==> src/common/qspi_defines.svh <==
`ifndef QSPI_DEFINES_SVH
`define QSPI_DEFINES_SVH

// Command bytes
`define QSPI_SWITCH_CMD      8'hC2
`define QSPI_DIE_NUM         8'h01
`define QSPI_READ_CMD        8'h13
`define QSPI_DUAL_READ_CMD   8'h3C
`define QSPI_QUAD_READ_CMD   8'h6C

// Frame geometry in bits
`define QSPI_ADDR_BITS       32
`define QSPI_FRAME_BITS      40
`define QSPI_SWITCH_BITS     16

// Turnaround after the frame, in cycles
`define QSPI_WAIT_SINGLE     5'd1
`define QSPI_WAIT_MULTI      5'd9

// Sample edges needed for one byte
`define QSPI_SAMPLES_SINGLE  5'd8
`define QSPI_SAMPLES_DUAL    5'd4
`define QSPI_SAMPLES_QUAD    5'd2

`endif

==> src/common/qspi_ctrl_pkg.sv <==
`default_nettype none

package qspi_ctrl_pkg;

    typedef enum logic [2:0] {
        idle       = 3'd0,
        die_frame  = 3'd1,
        die_gap    = 3'd2,    // One cycle of cs_n high
        read_frame = 3'd3,
        capture    = 3'd4,
        complete   = 3'd5
    } seq_state_e;

endpackage

`default_nettype wire

==> src/common/qspi_proto_pkg.sv <==
`default_nettype none

`include "qspi_defines.svh"

package qspi_proto_pkg;

    typedef enum logic [1:0] {
        single     = 2'b00,
        dual       = 2'b01,
        quad       = 2'b10,
        single_alt = 2'b11     // Same as single
    } read_mode_e;

    // Opcode then address
    typedef struct packed {
        logic [7:0]                 opcode;
        logic [`QSPI_ADDR_BITS-1:0] addr;
    } read_frame_t;

    // Only the top 16 bits go out
    typedef struct packed {
        logic [7:0]                                   opcode;
        logic [7:0]                                   die_num;
        logic [`QSPI_FRAME_BITS-`QSPI_SWITCH_BITS-1:0] unused;
    } die_frame_t;

    // One shift word, sent MSB first in either view
    typedef union packed {
        read_frame_t rd;
        die_frame_t  die;
    } qspi_frame_u;

endpackage

`default_nettype wire

==> src/common/qspi_capture_if.sv <==
`default_nettype none

interface qspi_capture_if
    import qspi_proto_pkg::*;
();

    logic       start;
    read_mode_e mode;
    logic [7:0] data;       // Valid with done
    logic       done;

    modport seq (
        output start,
        output mode,
        input  data,
        input  done
    );

    modport capture (
        input  start,
        input  mode,
        output data,
        output done
    );

endinterface

`default_nettype wire

==> src/common/qspi_shift_if.sv <==
`default_nettype none

interface qspi_shift_if
    import qspi_proto_pkg::*;
();

    logic        start;     // One cycle pulse
    logic        is_die;    // Held with start
    qspi_frame_u frame;
    logic        done;      // Edge after the last bit

    modport seq (
        output start,
        output is_die,
        output frame,
        input  done
    );

    modport shifter (
        input  start,
        input  is_die,
        input  frame,
        output done
    );

endinterface

`default_nettype wire

==> src/qspi_controller/qspi_controller.sv <==
`default_nettype none

module qspi_controller (
    input  wire        system_clk,
    input  wire        system_reset_n,
    input  wire        read_flag,
    input  wire [31:0] read_addr,
    input  wire        switch_die,
    input  wire [1:0]  mode,
    input  wire [3:0]  io_in,
    output wire        spi_clk,
    output wire        spi_cs_n,
    output wire        io_out,
    output wire        io_oe,
    output wire [7:0]  fifo_data,
    output wire        write_req,
    output wire        read_done
);

    qspi_shift_if   shift_bus ();
    qspi_capture_if cap_bus ();

    // Flash sees a rising edge mid-bit since logic moves on the falling edge
    assign spi_clk = system_clk & system_reset_n;

    qspi_sequencer u_sequencer (
        .system_clk     (system_clk),
        .system_reset_n (system_reset_n),
        .read_flag      (read_flag),
        .read_addr      (read_addr),
        .switch_die     (switch_die),
        .mode           (mode),
        .shift          (shift_bus.seq),
        .cap            (cap_bus.seq),
        .spi_cs_n       (spi_cs_n),
        .fifo_data      (fifo_data),
        .write_req      (write_req),
        .read_done      (read_done)
    );

    qspi_frame_shifter u_shifter (
        .system_clk     (system_clk),
        .system_reset_n (system_reset_n),
        .shift          (shift_bus.shifter),
        .io_out         (io_out),
        .io_oe          (io_oe)
    );

    qspi_data_capture u_capture (
        .system_clk     (system_clk),
        .system_reset_n (system_reset_n),
        .io_in          (io_in),
        .cap            (cap_bus.capture)
    );

endmodule

`default_nettype wire

==> src/qspi_controller/qspi_sequencer.sv <==
`default_nettype none

`include "qspi_defines.svh"

module qspi_sequencer
    import qspi_proto_pkg::*, qspi_ctrl_pkg::*;
(
    input  wire         system_clk,
    input  wire         system_reset_n,
    input  wire         read_flag,
    input  wire  [31:0] read_addr,
    input  wire         switch_die,
    input  wire  [1:0]  mode,
    qspi_shift_if.seq   shift,
    qspi_capture_if.seq cap,
    output logic        spi_cs_n,
    output logic [7:0]  fifo_data,
    output logic        write_req,
    output logic        read_done
);

    seq_state_e                 state;
    logic [`QSPI_ADDR_BITS-1:0] addr_q;
    read_mode_e                 mode_q;
    logic                       accept;
    logic                       die_end;

    function automatic logic [7:0] read_opcode(read_mode_e m);
        case (m)
            dual:    return `QSPI_DUAL_READ_CMD;
            quad:    return `QSPI_QUAD_READ_CMD;
            default: return `QSPI_READ_CMD;     // single and single_alt
        endcase
    endfunction

    assign accept  = (state == idle) && read_flag;
    assign die_end = (state == die_frame) && shift.done;

    // Capture starts on the edge io_oe falls
    assign cap.start = (state == read_frame) && shift.done;
    assign cap.mode  = mode_q;

    always_ff @(negedge system_clk)
    begin
        if (!system_reset_n)
        begin
            state        <= idle;
            spi_cs_n     <= 1'b1;
            shift.start  <= 1'b0;
            shift.is_die <= 1'b0;
            write_req    <= 1'b0;
            read_done    <= 1'b0;
        end
        else
        begin
            write_req <= 1'b0;
            read_done <= 1'b0;
            case (state)
                idle:
                begin
                    spi_cs_n <= 1'b1;
                    if (accept)
                    begin
                        shift.start  <= 1'b1;
                        shift.is_die <= switch_die;
                        state        <= switch_die ? die_frame : read_frame;
                    end
                end
                die_frame:
                begin
                    if (shift.start)
                    begin
                        spi_cs_n    <= 1'b0;    // Edge 0 of the die frame
                        shift.start <= 1'b0;
                    end
                    else if (die_end)
                    begin
                        spi_cs_n     <= 1'b1;
                        shift.start  <= 1'b1;   // Read frame goes next
                        shift.is_die <= 1'b0;
                        state        <= die_gap;
                    end
                end
                die_gap:
                begin
                    spi_cs_n    <= 1'b0;
                    shift.start <= 1'b0;
                    state       <= read_frame;
                end
                read_frame:
                begin
                    if (shift.start)
                    begin
                        spi_cs_n    <= 1'b0;
                        shift.start <= 1'b0;
                    end
                    else if (shift.done)
                    begin
                        state <= capture;
                    end
                end
                capture:
                begin
                    if (cap.done)
                    begin
                        write_req <= 1'b1;
                        spi_cs_n  <= 1'b1;
                        state     <= complete;
                    end
                end
                complete:
                begin
                    read_done <= 1'b1;
                    state     <= idle;
                end
                default:
                begin
                    state <= idle;
                end
            endcase
        end
    end

    // Request fields and the frame word
    always_ff @(negedge system_clk)
    begin
        if (accept)
        begin
            addr_q <= read_addr;
            mode_q <= read_mode_e'(mode);
            if (switch_die)
            begin
                shift.frame.die.opcode  <= `QSPI_SWITCH_CMD;
                shift.frame.die.die_num <= `QSPI_DIE_NUM;
                shift.frame.die.unused  <= '0;
            end
            else
            begin
                shift.frame.rd.opcode <= read_opcode(read_mode_e'(mode));
                shift.frame.rd.addr   <= read_addr;
            end
        end
        else if (die_end)
        begin
            shift.frame.rd.opcode <= read_opcode(mode_q);
            shift.frame.rd.addr   <= addr_q;
        end

        if ((state == capture) && cap.done)
            fifo_data <= cap.data;
    end

endmodule

`default_nettype wire

==> src/verilog/qspi_data_capture.sv <==
`default_nettype none

`include "qspi_defines.svh"

module qspi_data_capture
    import qspi_proto_pkg::*;
(
    input  wire             system_clk,
    input  wire             system_reset_n,
    input  wire  [3:0]      io_in,
    qspi_capture_if.capture cap
);

    logic [4:0] wait_cycles;
    logic [4:0] sample_cycles;
    logic [4:0] cnt;
    logic [4:0] edge_idx;
    logic       active;
    logic       sampling;
    logic       last_sample;
    logic [7:0] byte_q;
    logic [7:0] byte_next;

    // Lane rule per read type
    always_comb
    begin
        case (cap.mode)
            dual:
            begin
                wait_cycles   = `QSPI_WAIT_MULTI;
                sample_cycles = `QSPI_SAMPLES_DUAL;
                byte_next     = {byte_q[5:0], io_in[1:0]};
            end
            quad:
            begin
                wait_cycles   = `QSPI_WAIT_MULTI;
                sample_cycles = `QSPI_SAMPLES_QUAD;
                byte_next     = {byte_q[3:0], io_in[3:0]};
            end
            default:
            begin
                wait_cycles   = `QSPI_WAIT_SINGLE;
                sample_cycles = `QSPI_SAMPLES_SINGLE;
                byte_next     = {byte_q[6:0], io_in[1]};   // Flash drives io1
            end
        endcase
    end

    // Start pulse lands on the first edge after io_oe fell
    assign edge_idx = cap.start ? 5'd1 : cnt;

    assign sampling = (cap.start || active)
                      && (edge_idx >= wait_cycles)
                      && (edge_idx < wait_cycles + sample_cycles);

    assign last_sample = sampling
                         && (edge_idx == wait_cycles + sample_cycles - 5'd1);

    always_ff @(negedge system_clk)
    begin
        if (!system_reset_n)
        begin
            active   <= 1'b0;
            cnt      <= 5'd0;
            cap.done <= 1'b0;
        end
        else
        begin
            cap.done <= last_sample;    // Byte complete in byte_q
            active   <= (cap.start || active) && !last_sample;
            if (cap.start || active)
                cnt <= edge_idx + 5'd1;
        end
    end

    always_ff @(negedge system_clk)
    begin
        if (sampling)
            byte_q <= byte_next;
    end

    assign cap.data = byte_q;

endmodule

`default_nettype wire

==> src/verilog/qspi_frame_shifter.sv <==
`default_nettype none

`include "qspi_defines.svh"

module qspi_frame_shifter
    import qspi_proto_pkg::*;
(
    input  wire           system_clk,
    input  wire           system_reset_n,
    qspi_shift_if.shifter shift,
    output logic          io_out,
    output logic          io_oe
);

    localparam logic [5:0] die_len   = 6'(`QSPI_SWITCH_BITS);
    localparam logic [5:0] frame_len = 6'(`QSPI_FRAME_BITS);

    qspi_frame_u shreg;
    logic [5:0]  bit_cnt;     // Bits already on io_out
    logic        active;
    logic        is_die_q;
    logic        last_bit;

    assign last_bit = active && (bit_cnt == (is_die_q ? die_len : frame_len));

    always_ff @(negedge system_clk)
    begin
        if (!system_reset_n)
        begin
            active     <= 1'b0;
            is_die_q   <= 1'b0;
            bit_cnt    <= 6'd0;
            io_out     <= 1'b0;
            io_oe      <= 1'b0;
            shift.done <= 1'b0;
        end
        else
        begin
            shift.done <= last_bit;
            if (shift.start)
            begin
                active   <= 1'b1;
                is_die_q <= shift.is_die;
                bit_cnt  <= 6'd1;
                io_oe    <= 1'b1;
                io_out   <= shift.frame.rd.opcode[7];   // MSB of either view
            end
            else if (last_bit)
            begin
                active <= 1'b0;
                io_oe  <= 1'b0;
                io_out <= 1'b0;
            end
            else if (active)
            begin
                io_out  <= shreg[`QSPI_FRAME_BITS-1];
                bit_cnt <= bit_cnt + 6'd1;
            end
        end
    end

    always_ff @(negedge system_clk)
    begin
        if (shift.start)
            shreg <= {shift.frame[`QSPI_FRAME_BITS-2:0], 1'b0};
        else if (active)
            shreg <= {shreg[`QSPI_FRAME_BITS-2:0], 1'b0};
    end

endmodule

`default_nettype wire
==> config.mk <==
export PLATFORM = sky130hd
export DESIGN_NAME = qspi_controller
export DESIGN_NICKNAME = d
export VERILOG_FILES = /design/src/common/qspi_ctrl_pkg.sv /design/src/common/qspi_proto_pkg.sv /design/src/common/qspi_capture_if.sv /design/src/common/qspi_shift_if.sv /design/src/qspi_controller/qspi_controller.sv /design/src/qspi_controller/qspi_sequencer.sv /design/src/verilog/qspi_data_capture.sv /design/src/verilog/qspi_frame_shifter.sv
export VERILOG_INCLUDE_DIRS = /design/src /design/src/common
export SDC_FILE = /design/constraint.sdc
export NUM_CORES = 1
export LEC_CHECK = 0
export ABC_AREA = 0
export BUFFER_PORTS_ARGS = -buffer_cell sky130_fd_sc_hd__buf_2
export CORE_MARGIN = 5
export CORE_UTILIZATION = 55
export CTS_CLUSTER_DIAMETER = 40
export DETAILED_ROUTE_END_ITERATION = 8
export PLACE_DENSITY = 0.79
export SLEW_MARGIN = 30
export SYNTH_ARGS = -nofsm -noshare
export SYNTH_HDL_FRONTEND = slang
export SYNTH_HIERARCHICAL = 1
export SYNTH_SLANG_ARGS = --single-unit
==> constraint.sdc <==
create_clock -name system_clk -period 10.1 [get_ports system_clk]
set_input_delay 0 -clock system_clk [delete_from_list [all_inputs] [get_ports system_clk]]
set_output_delay 0 -clock system_clk [all_outputs]
set_load 0.05 [all_outputs]
Yosys cells after proc, flatten, opt, wreduce, memory -nomap -nowiden. Index checks and enable logic that the tools add are counted.

Bits in read-only memories: 0. Register bits after elaboration: 154. Output and inout bits: 14. Memory bits (writable): 0. Logic and storage cells: 122. Memories: 0. Latch bits: 0.

Bitwise gates (word level): 3. Magnitude comparators: 2. Muxes and demuxes: 43. Shifts and indexed selects: 0. Div/mod/pow operators: 0. Equal/unequal tests: 20. Multiply operators: 0. Reductions and logical operators: 29. Add/sub/neg operators: 4.

Operators with widths (count): $mux W40 (5); $pmux W7 S2 (2); $mux W1 (20); $mux W3 (6); $pmux W8 S2 (1); $pmux W3 S5 (1); $ne A2 B1 Y1 const B (5); $logic_and A1 B1 Y1 (9); $pmux W4 S2 (1); $reduce_and A2 Y1 (4); $reduce_and A4 Y1 (2); $reduce_bool A2 Y1 (4); $add A6 B1 Y6 const B (1); $eq A3 B2 Y1 const B (2); $eq A3 B3 Y1 const B (2); $eq A6 B6 Y1 (1); $mux W6 (1); $ne A2 B2 Y1 const B (3); $reduce_and A6 Y1 (1); $reduce_bool A3 Y1 (2); $reduce_or A2 Y1 (3); $add A4 B4 Y5 (1); $add A5 B1 Y5 const B (1); $eq A5 B5 Y1 (1); 19 further kinds (22).

Depth between registers and ports, before layout. Gate-level depths: netlist (run 1).

Depth after elaboration: 9. Mapped depth: 11. Depth with buffers taken out: 9.

Modules after synthesis. Netlist (run 1), hierarchy kept.

Modules (own cells, without submodules): qspi_sequencer (instances 1, area an instance 3429.5 um2, sequential area each 2562.5 um2, cells each 259); qspi_frame_shifter (instances 1, area an instance 2225.9 um2, sequential area each 1371.3 um2, cells each 147); qspi_data_capture (instances 1, area an instance 874.6 um2, sequential area each 380.4 um2, cells each 91); qspi_controller (instances 1, area an instance 6.3 um2, sequential area each 0.0 um2, cells each 1).

==> metrics.md, run 1 <==
| Metric | Value |
|---|---|
| Status | finished clean |
| Vias in the first global route | 4,955 |
| Routability cong. | 0.798 |
| First-pass GRT wire length | 21,600 um |
| Die Span X | 119 um |
| Final HPWL DP | 7580 um |
| Setup Viol. Count Final | 0 |
| Setup ws final | 3.58 ns |
| PostCTS Resize Cnt | 0 |
| Pwr/cell area | 224 nW/um^2 |
| Die height | 119 um |
| Max-cap violations | 0 |
| Hold Crit Class | reg2reg |
| Prevailing post-synth register cell | edfxtp_1 |
| Critical path's top delay family | flip-flops |
| Dpl cells | 673 |
| Crit path cell chain | buf_2 |
| Vias after detailed routing | 4,567 |
| Fin Clk Skew | 0.0246 ns |
| Final nets | 756 |
| Number of flops mapped to enable cells by yosys | 127 |
| CTS tree | done |
| Post-synthesis register bit count | 152 |
| Async set or reset register ratio after synthesis | 0% |
| Avg Synthesized Cell Area | 13.1 um^2 |
| Worst VDD drop | 0.000114 V |
| Post-Syn Nets | 553 |
| CP Capture Type | primary output |
| Total Routing Usage GR | 19.2% |
| Crit path largest cell delay | 0.55 ns |
| Total wire length | 13,300 um |
| Post-synth cell types | 60 |
| Grt ovf | 0 |
| Routed vias/inst | 5.33 |
| Mapped Area | 6540 um^2 |
| CP max FO | 14 |
| Rel. slew slack | 45.8% |
| Drt pass-1 iters | 5 |
| DR iter-0 viols | 393 |
| I/O Buffers | 55 |
| Post-CTS Setup Repair Bufs | 0 |
| WP buf/inv | 1 |
| Worst setup path class | reg2out |
| RSZ-0062 raised after global routing | false |
| Synth Instances | 498 |
| Worst Tran Pin Value | 0.812 ns |
| Core area | 11,500 um^2 |
| Final ANT Viol Nets | 0 |
| Sequential area share after synthesis | 66.0% |
| Hold Buf Count CTS | 0 |
| Largest net degree at the start of global routing | 69 |
| Initial Util | 56.8% |
| Placement Setup Slack | 3.33 ns |
| Clock-pin transition on the worst setup and hold timing paths | 0.03 ns |
| Die area | 14,200 um^2 |
| Ratio of cells with drive above 1 in the final layout | 20.2% |
| Setup crit start kind | register |
| Initial antenna violation count | 1 |
| Final hold slack | 0.431 ns |
| Area growth from synthesis to layout | 23.2% |
| Post-detailed-route DRC marker count | 0 |
| Non-Filler Instances | 857 |
| Syn. warnings | 6 |
| Worst-Skew Late Latency | 0.59 ns |
| Final hold violation count | 0 |
| Fill cell count | 745 |
| WP data arrival | 6.52 ns |
| Max-slew violation count | 0 |
| Rows | 39 |
| Design Power | 1810 uW |
| Setup TNS | 0 ns |
| Critical path's slowest cell | dfxtp_1 |
| # IOs | 56 |
| Wire per inst | 15.6 um |
| Ant. Diodes | 0 |
| Leak pwr | 0.00359 uW |
| Critical path required time | 10.10 ns |
[flip-flops by register name, indices dropped and copies added (netlist names), 2 cells and up]
register	cells
u_shifter/shreg	39
u_sequencer/shift.frame	38
u_sequencer/addr_q	32
u_capture/cap.data	8
u_sequencer/fifo_data	8
u_shifter/bit_cnt	6
u_capture/cnt	5
u_sequencer/state	3
u_sequencer/cap.mode	2
[area by class of cell]
cell class / count / area, um^2 / share of cell area, %
Timing Repair Buffer: 57 / 293 / 3.64
Sequential cell: 152 / 4320 / 53.6
Clock inverter: 167 / 689 / 8.56
Multi-Input combinational cell: 302 / 2010 / 24.9
Tap cell: 143 / 179 / 2.22
Inverter: 15 / 61.3 / 0.761
Clock buffer: 21 / 505 / 6.28
[cells by family after synthesis]
family          after synthesis  share of synthesized area, %
xor+xnor                      6                         0.804
fa+ha+maj                    13                          2.49
compound gates               89                          8.21
buf+inv                      44                          3.50
flops                       152                          66.0
simple gates                155                          12.3
mux                          39                          6.70
[cells in the mapped netlist, drive strengths merged, types with 2 or more instances]
library cell  count  area, um^2
a2111oi           2        30.0
a211oi            3        27.5
a21oi            11        55.1
a22oi             6        45.0
and2              4        25.0
and3              3        18.8
buf              17         123
clkbuf            9        33.8
dfxtp            25         500
edfxtp          127        3810
ha               13         163
inv              17        63.8
mux2             38         428
nand2            84         315
nand2b            7        43.8
nand3             2        10.0
nand3b            2        18.8
nand4             5        31.3
nand4bb           2        22.5
nor2             15        66.3
nor2b             9        56.3
nor3              6        30.0
nor4bb            3        60.1
o211ai            2        20.0
o21a              2        15.0
o21ai            55         275
or2               2        12.5
or3               3        18.8
or4               2        18.8
xnor2             3        26.3
xor2              3        26.3
[routing by layer]
layer | vias to the layer above | global-route usage [%] | share of wire (%)
met5 | - | 0 | 0.15
met4 | 2 | 11.9 | 0.95
met3 | 15 | 9.38 | 5.0
met2 | 135 | 30.1 | 52
met1 | 2197 | 20.9 | 42
li1 | 2218 | - | -
[worst paths after layout]
kind / startpoint / endpoint / slack [ns] / cells after the start
setup / recovery: u_shifter/active / io_oe / 3.58 / 1
hold / removal: u_capture/cap.data[7] / u_sequencer/fifo_data[7] / 0.43 / 0
setup reg to reg: u_sequencer/state[0] / u_capture/cap.data[7] / 6.86 / 8
hold reg to reg: u_capture/cap.data[7] / u_sequencer/fifo_data[7] / 0.43 / 0
[report_power, final]
part           internal [uW]  switching [uW]  leakage, uW
clock                    453             449      0.00112
sequential               752            26.7      0.00140
combinational           51.4            74.9      0.00107
[stage by stage]
stage	util, %	instance area (um^2)
2_1_floorplan	-	6540
3_3_place_gp	59.7	6870
3_5_place_dp	59.7	6870
4_1_cts	69.9	8050
5_1_grt	69.9	8050
6_report	69.9	8050
[cells in the final DEF (no fill, tap or decap), types with 5 or more instances in the layout]
master and count:
nand2b_1 7, a22oi_1 6, a21oi_1 11, nor2_1 13, dfxtp_1 24, o21ai_0 46, o21ai_1 9, nor3_1 6
clkbuf_16 20, mux2_2 32, inv_1 165, clkinv_4 6, nor2b_1 9, mux2_1 6, buf_2 55, edfxtp_1 127
ha_1 13, nand4_1 5, nand2_1 84
No activity file was read; power rests on OpenSTA's default activity.
==> run 2: changes to the inputs <==
==> constraint.sdc (replaced) <==
create_clock -name system_clk -period 6.1 [get_ports system_clk]
set_input_delay 0 -clock system_clk [delete_from_list [all_inputs] [get_ports system_clk]]
set_output_delay 0 -clock system_clk [all_outputs]
set_load 0.05 [all_outputs]
==> run 2 against run 1 <==
Die area stayed put. Cell area is 1.0% higher. Via count is 0.15% lower. First-iteration DRC count is 16% lower. Critical path depth stayed put.
==> metrics.md, run 2 (synthesis gave the netlist of run 1 again) <==
| Metric | Value |
|---|---|
| Status | finished clean |
| Setup crit start kind | register |
| Routability cong. | 0.807 |
| Vias after detailed routing | 4,560 |
| Max-cap violations | 0 |
| CTS tree | done |
| Ratio of cells with drive above 1 in the final layout | 20.1% |
| Hold Buf Count CTS | 0 |
| Hold Crit Class | reg2reg |
| Die Span X | 119 um |
| Reg power frac | 41.2% |
| Initial antenna violation count | 0 |
| Leak pwr | 0.00363 uW |
| Grt ovf | 0 |
| Worst Reg-to-Reg Cells | 8 |
| First-pass GRT wire length | 21,800 um |
| Total wire length | 13,100 um |
| WP data arrival | 4.55 ns |
| RSZ-0062 raised after global routing | false |
| Switching power | 921 uW |
| Area growth from synthesis to layout | 24.4% |
| Core area | 11,500 um^2 |
| Switching share of power | 29.7% |
| Internal | 2180 uW |
| # IOs | 56 |
| Setup Viol. Count Final | 0 |
| Routed vias/inst | 5.31 |
| Largest reg by FF count | u_shifter/shreg |
| Worst VDD drop | 0.000202 V |
| Rows | 39 |
| Ant. Diodes | 0 |
| Initial Util | 56.8% |
| R2R Path Start | u_sequencer/state[0] |
| WP buf/inv | 1 |
| R2R setup slack | 2.91 ns |
| CP Capture Type | primary output |
| Vias in the first global route | 5,176 |
| CP max FO | 14 |
| Non-Filler Instances | 858 |
| Total Routing Usage GR | 19.3% |
| Critical path's slowest cell | dfxtp_1 |
| Most frequent cells in the layout | inv_1, edfxtp_1, nand2_1, buf_2, o21ai_0 |
| WHS Endpoint | u_sequencer/fifo_data[7] |
| Clk pwr share | 51.6% |
| Design Power | 3100 uW |
| Final nets | 757 |
| Critical path required time | 6.10 ns |
| Die area | 14,200 um^2 |
| Final HPWL DP | 7460 um |
| Beginning of the worst hold path | u_capture/cap.data[7] |
| Layout Utilization | 70.6% |
| I/O Buffers | 55 |
| Largest net degree at the start of global routing | 55 |
| Reg-to-Reg End | u_capture/cap.data[6] |
| Max-slew violation count | 0 |
| Max reg flops | 39 |
| Most common cell after layout, fill and taps aside | inv_1 |
| Final ANT Viol Nets | 0 |
| Die height | 119 um |
| Fin Clk Skew | 0.0292 ns |
| Post-CTS Setup Repair Bufs | 0 |
| Pwr/cell area | 381 nW/um^2 |
| Worst setup path class | reg2out |
| Crit path cell chain | buf_2 |
| Wire per inst | 15.3 um |
| Final hold violation count | 0 |
| Worst Tran Pin Value | 0.813 ns |
| PostCTS Resize Cnt | 0 |
| Drt pass-1 iters | 5 |
| Comb pwr share | 7.2% |
| Rel. slew slack | 45.7% |
| Dpl cells | 674 |
| DR iter-0 viols | 329 |
| Hold depth | 0 |
| Worst-Skew Late Latency | 0.60 ns |
| Crit path largest cell delay | 0.57 ns |
| Clock-pin transition on the worst setup and hold timing paths | 0.04 ns |
| Post-detailed-route DRC marker count | 0 |
| Setup TNS | 0 ns |
| Top Registers | u_shifter/shreg: 39 flops, u_sequencer/shift.frame: 38 flops, u_sequencer/addr_q: 32 flops |
| Critical path's top delay family | flip-flops |
run 2: cell types whose count changed in the layout (fill, tap and decap cells not counted), sizes merged:
cell | previous run | this run
bufinv | 0 | 2
clkinvlp | 2 | 0
buf | 58 | 59
run 2: layout make-up:
type	count	area, um^2
Sequential cell	152	4320
Fill cell	709	3380
Clock buffer	21	505
Inverter	15	61.3
Clock inverter	167	764
Timing Repair Buffer	58	300
Tap cell	143	179
Multi-Input combinational cell	302	2010
run 2: layer usage:
metal,track usage (%),share of wire (%),vias up
met4,14.6,2.8,0
met2,29.9,50,143
met5,0,0,-
li1,-,-,2220
met1,21.1,42,2161
met3,8.01,5.2,36
run 2: worst max path at each step:
stage | start | slack (ns) | cells after the start | end
2_1_floorplan | read_flag | 0.96 | 2 | u_sequencer/shift.frame[0]
3_3_place_gp | read_flag | 1.49 | 4 | u_sequencer/shift.frame[38]
3_5_place_dp | read_flag | 1.43 | 4 | u_sequencer/shift.frame[38]
4_1_cts | u_shifter/active | 1.54 | 1 | io_oe
5_1_grt | u_shifter/active | 1.48 | 1 | io_oe
6_report | u_shifter/active | 1.55 | 1 | io_oe
run 2: stage by stage:
step | setup WS, ns | hold WS (ns) | area, um^2
4_1_cts | 1.54 | 0.448 | 8130
2_1_floorplan | 0.962 | 0.285 | 6540
3_5_place_dp | 1.43 | 0.340 | 6880
5_1_grt | 1.48 | 0.465 | 8130
6_report | 1.55 | 0.443 | 8130
3_3_place_gp | 1.49 | 0.340 | 6880
run 2: power by group through the flow:
stage	registers, uW	clock network [uW]	logic (uW)
floorplan	1280	168	160
global placement	1290	171	205
detailed placement	1290	171	216
CTS	1280	1650	222
global route	1280	1780	247
finish	1280	1600	222
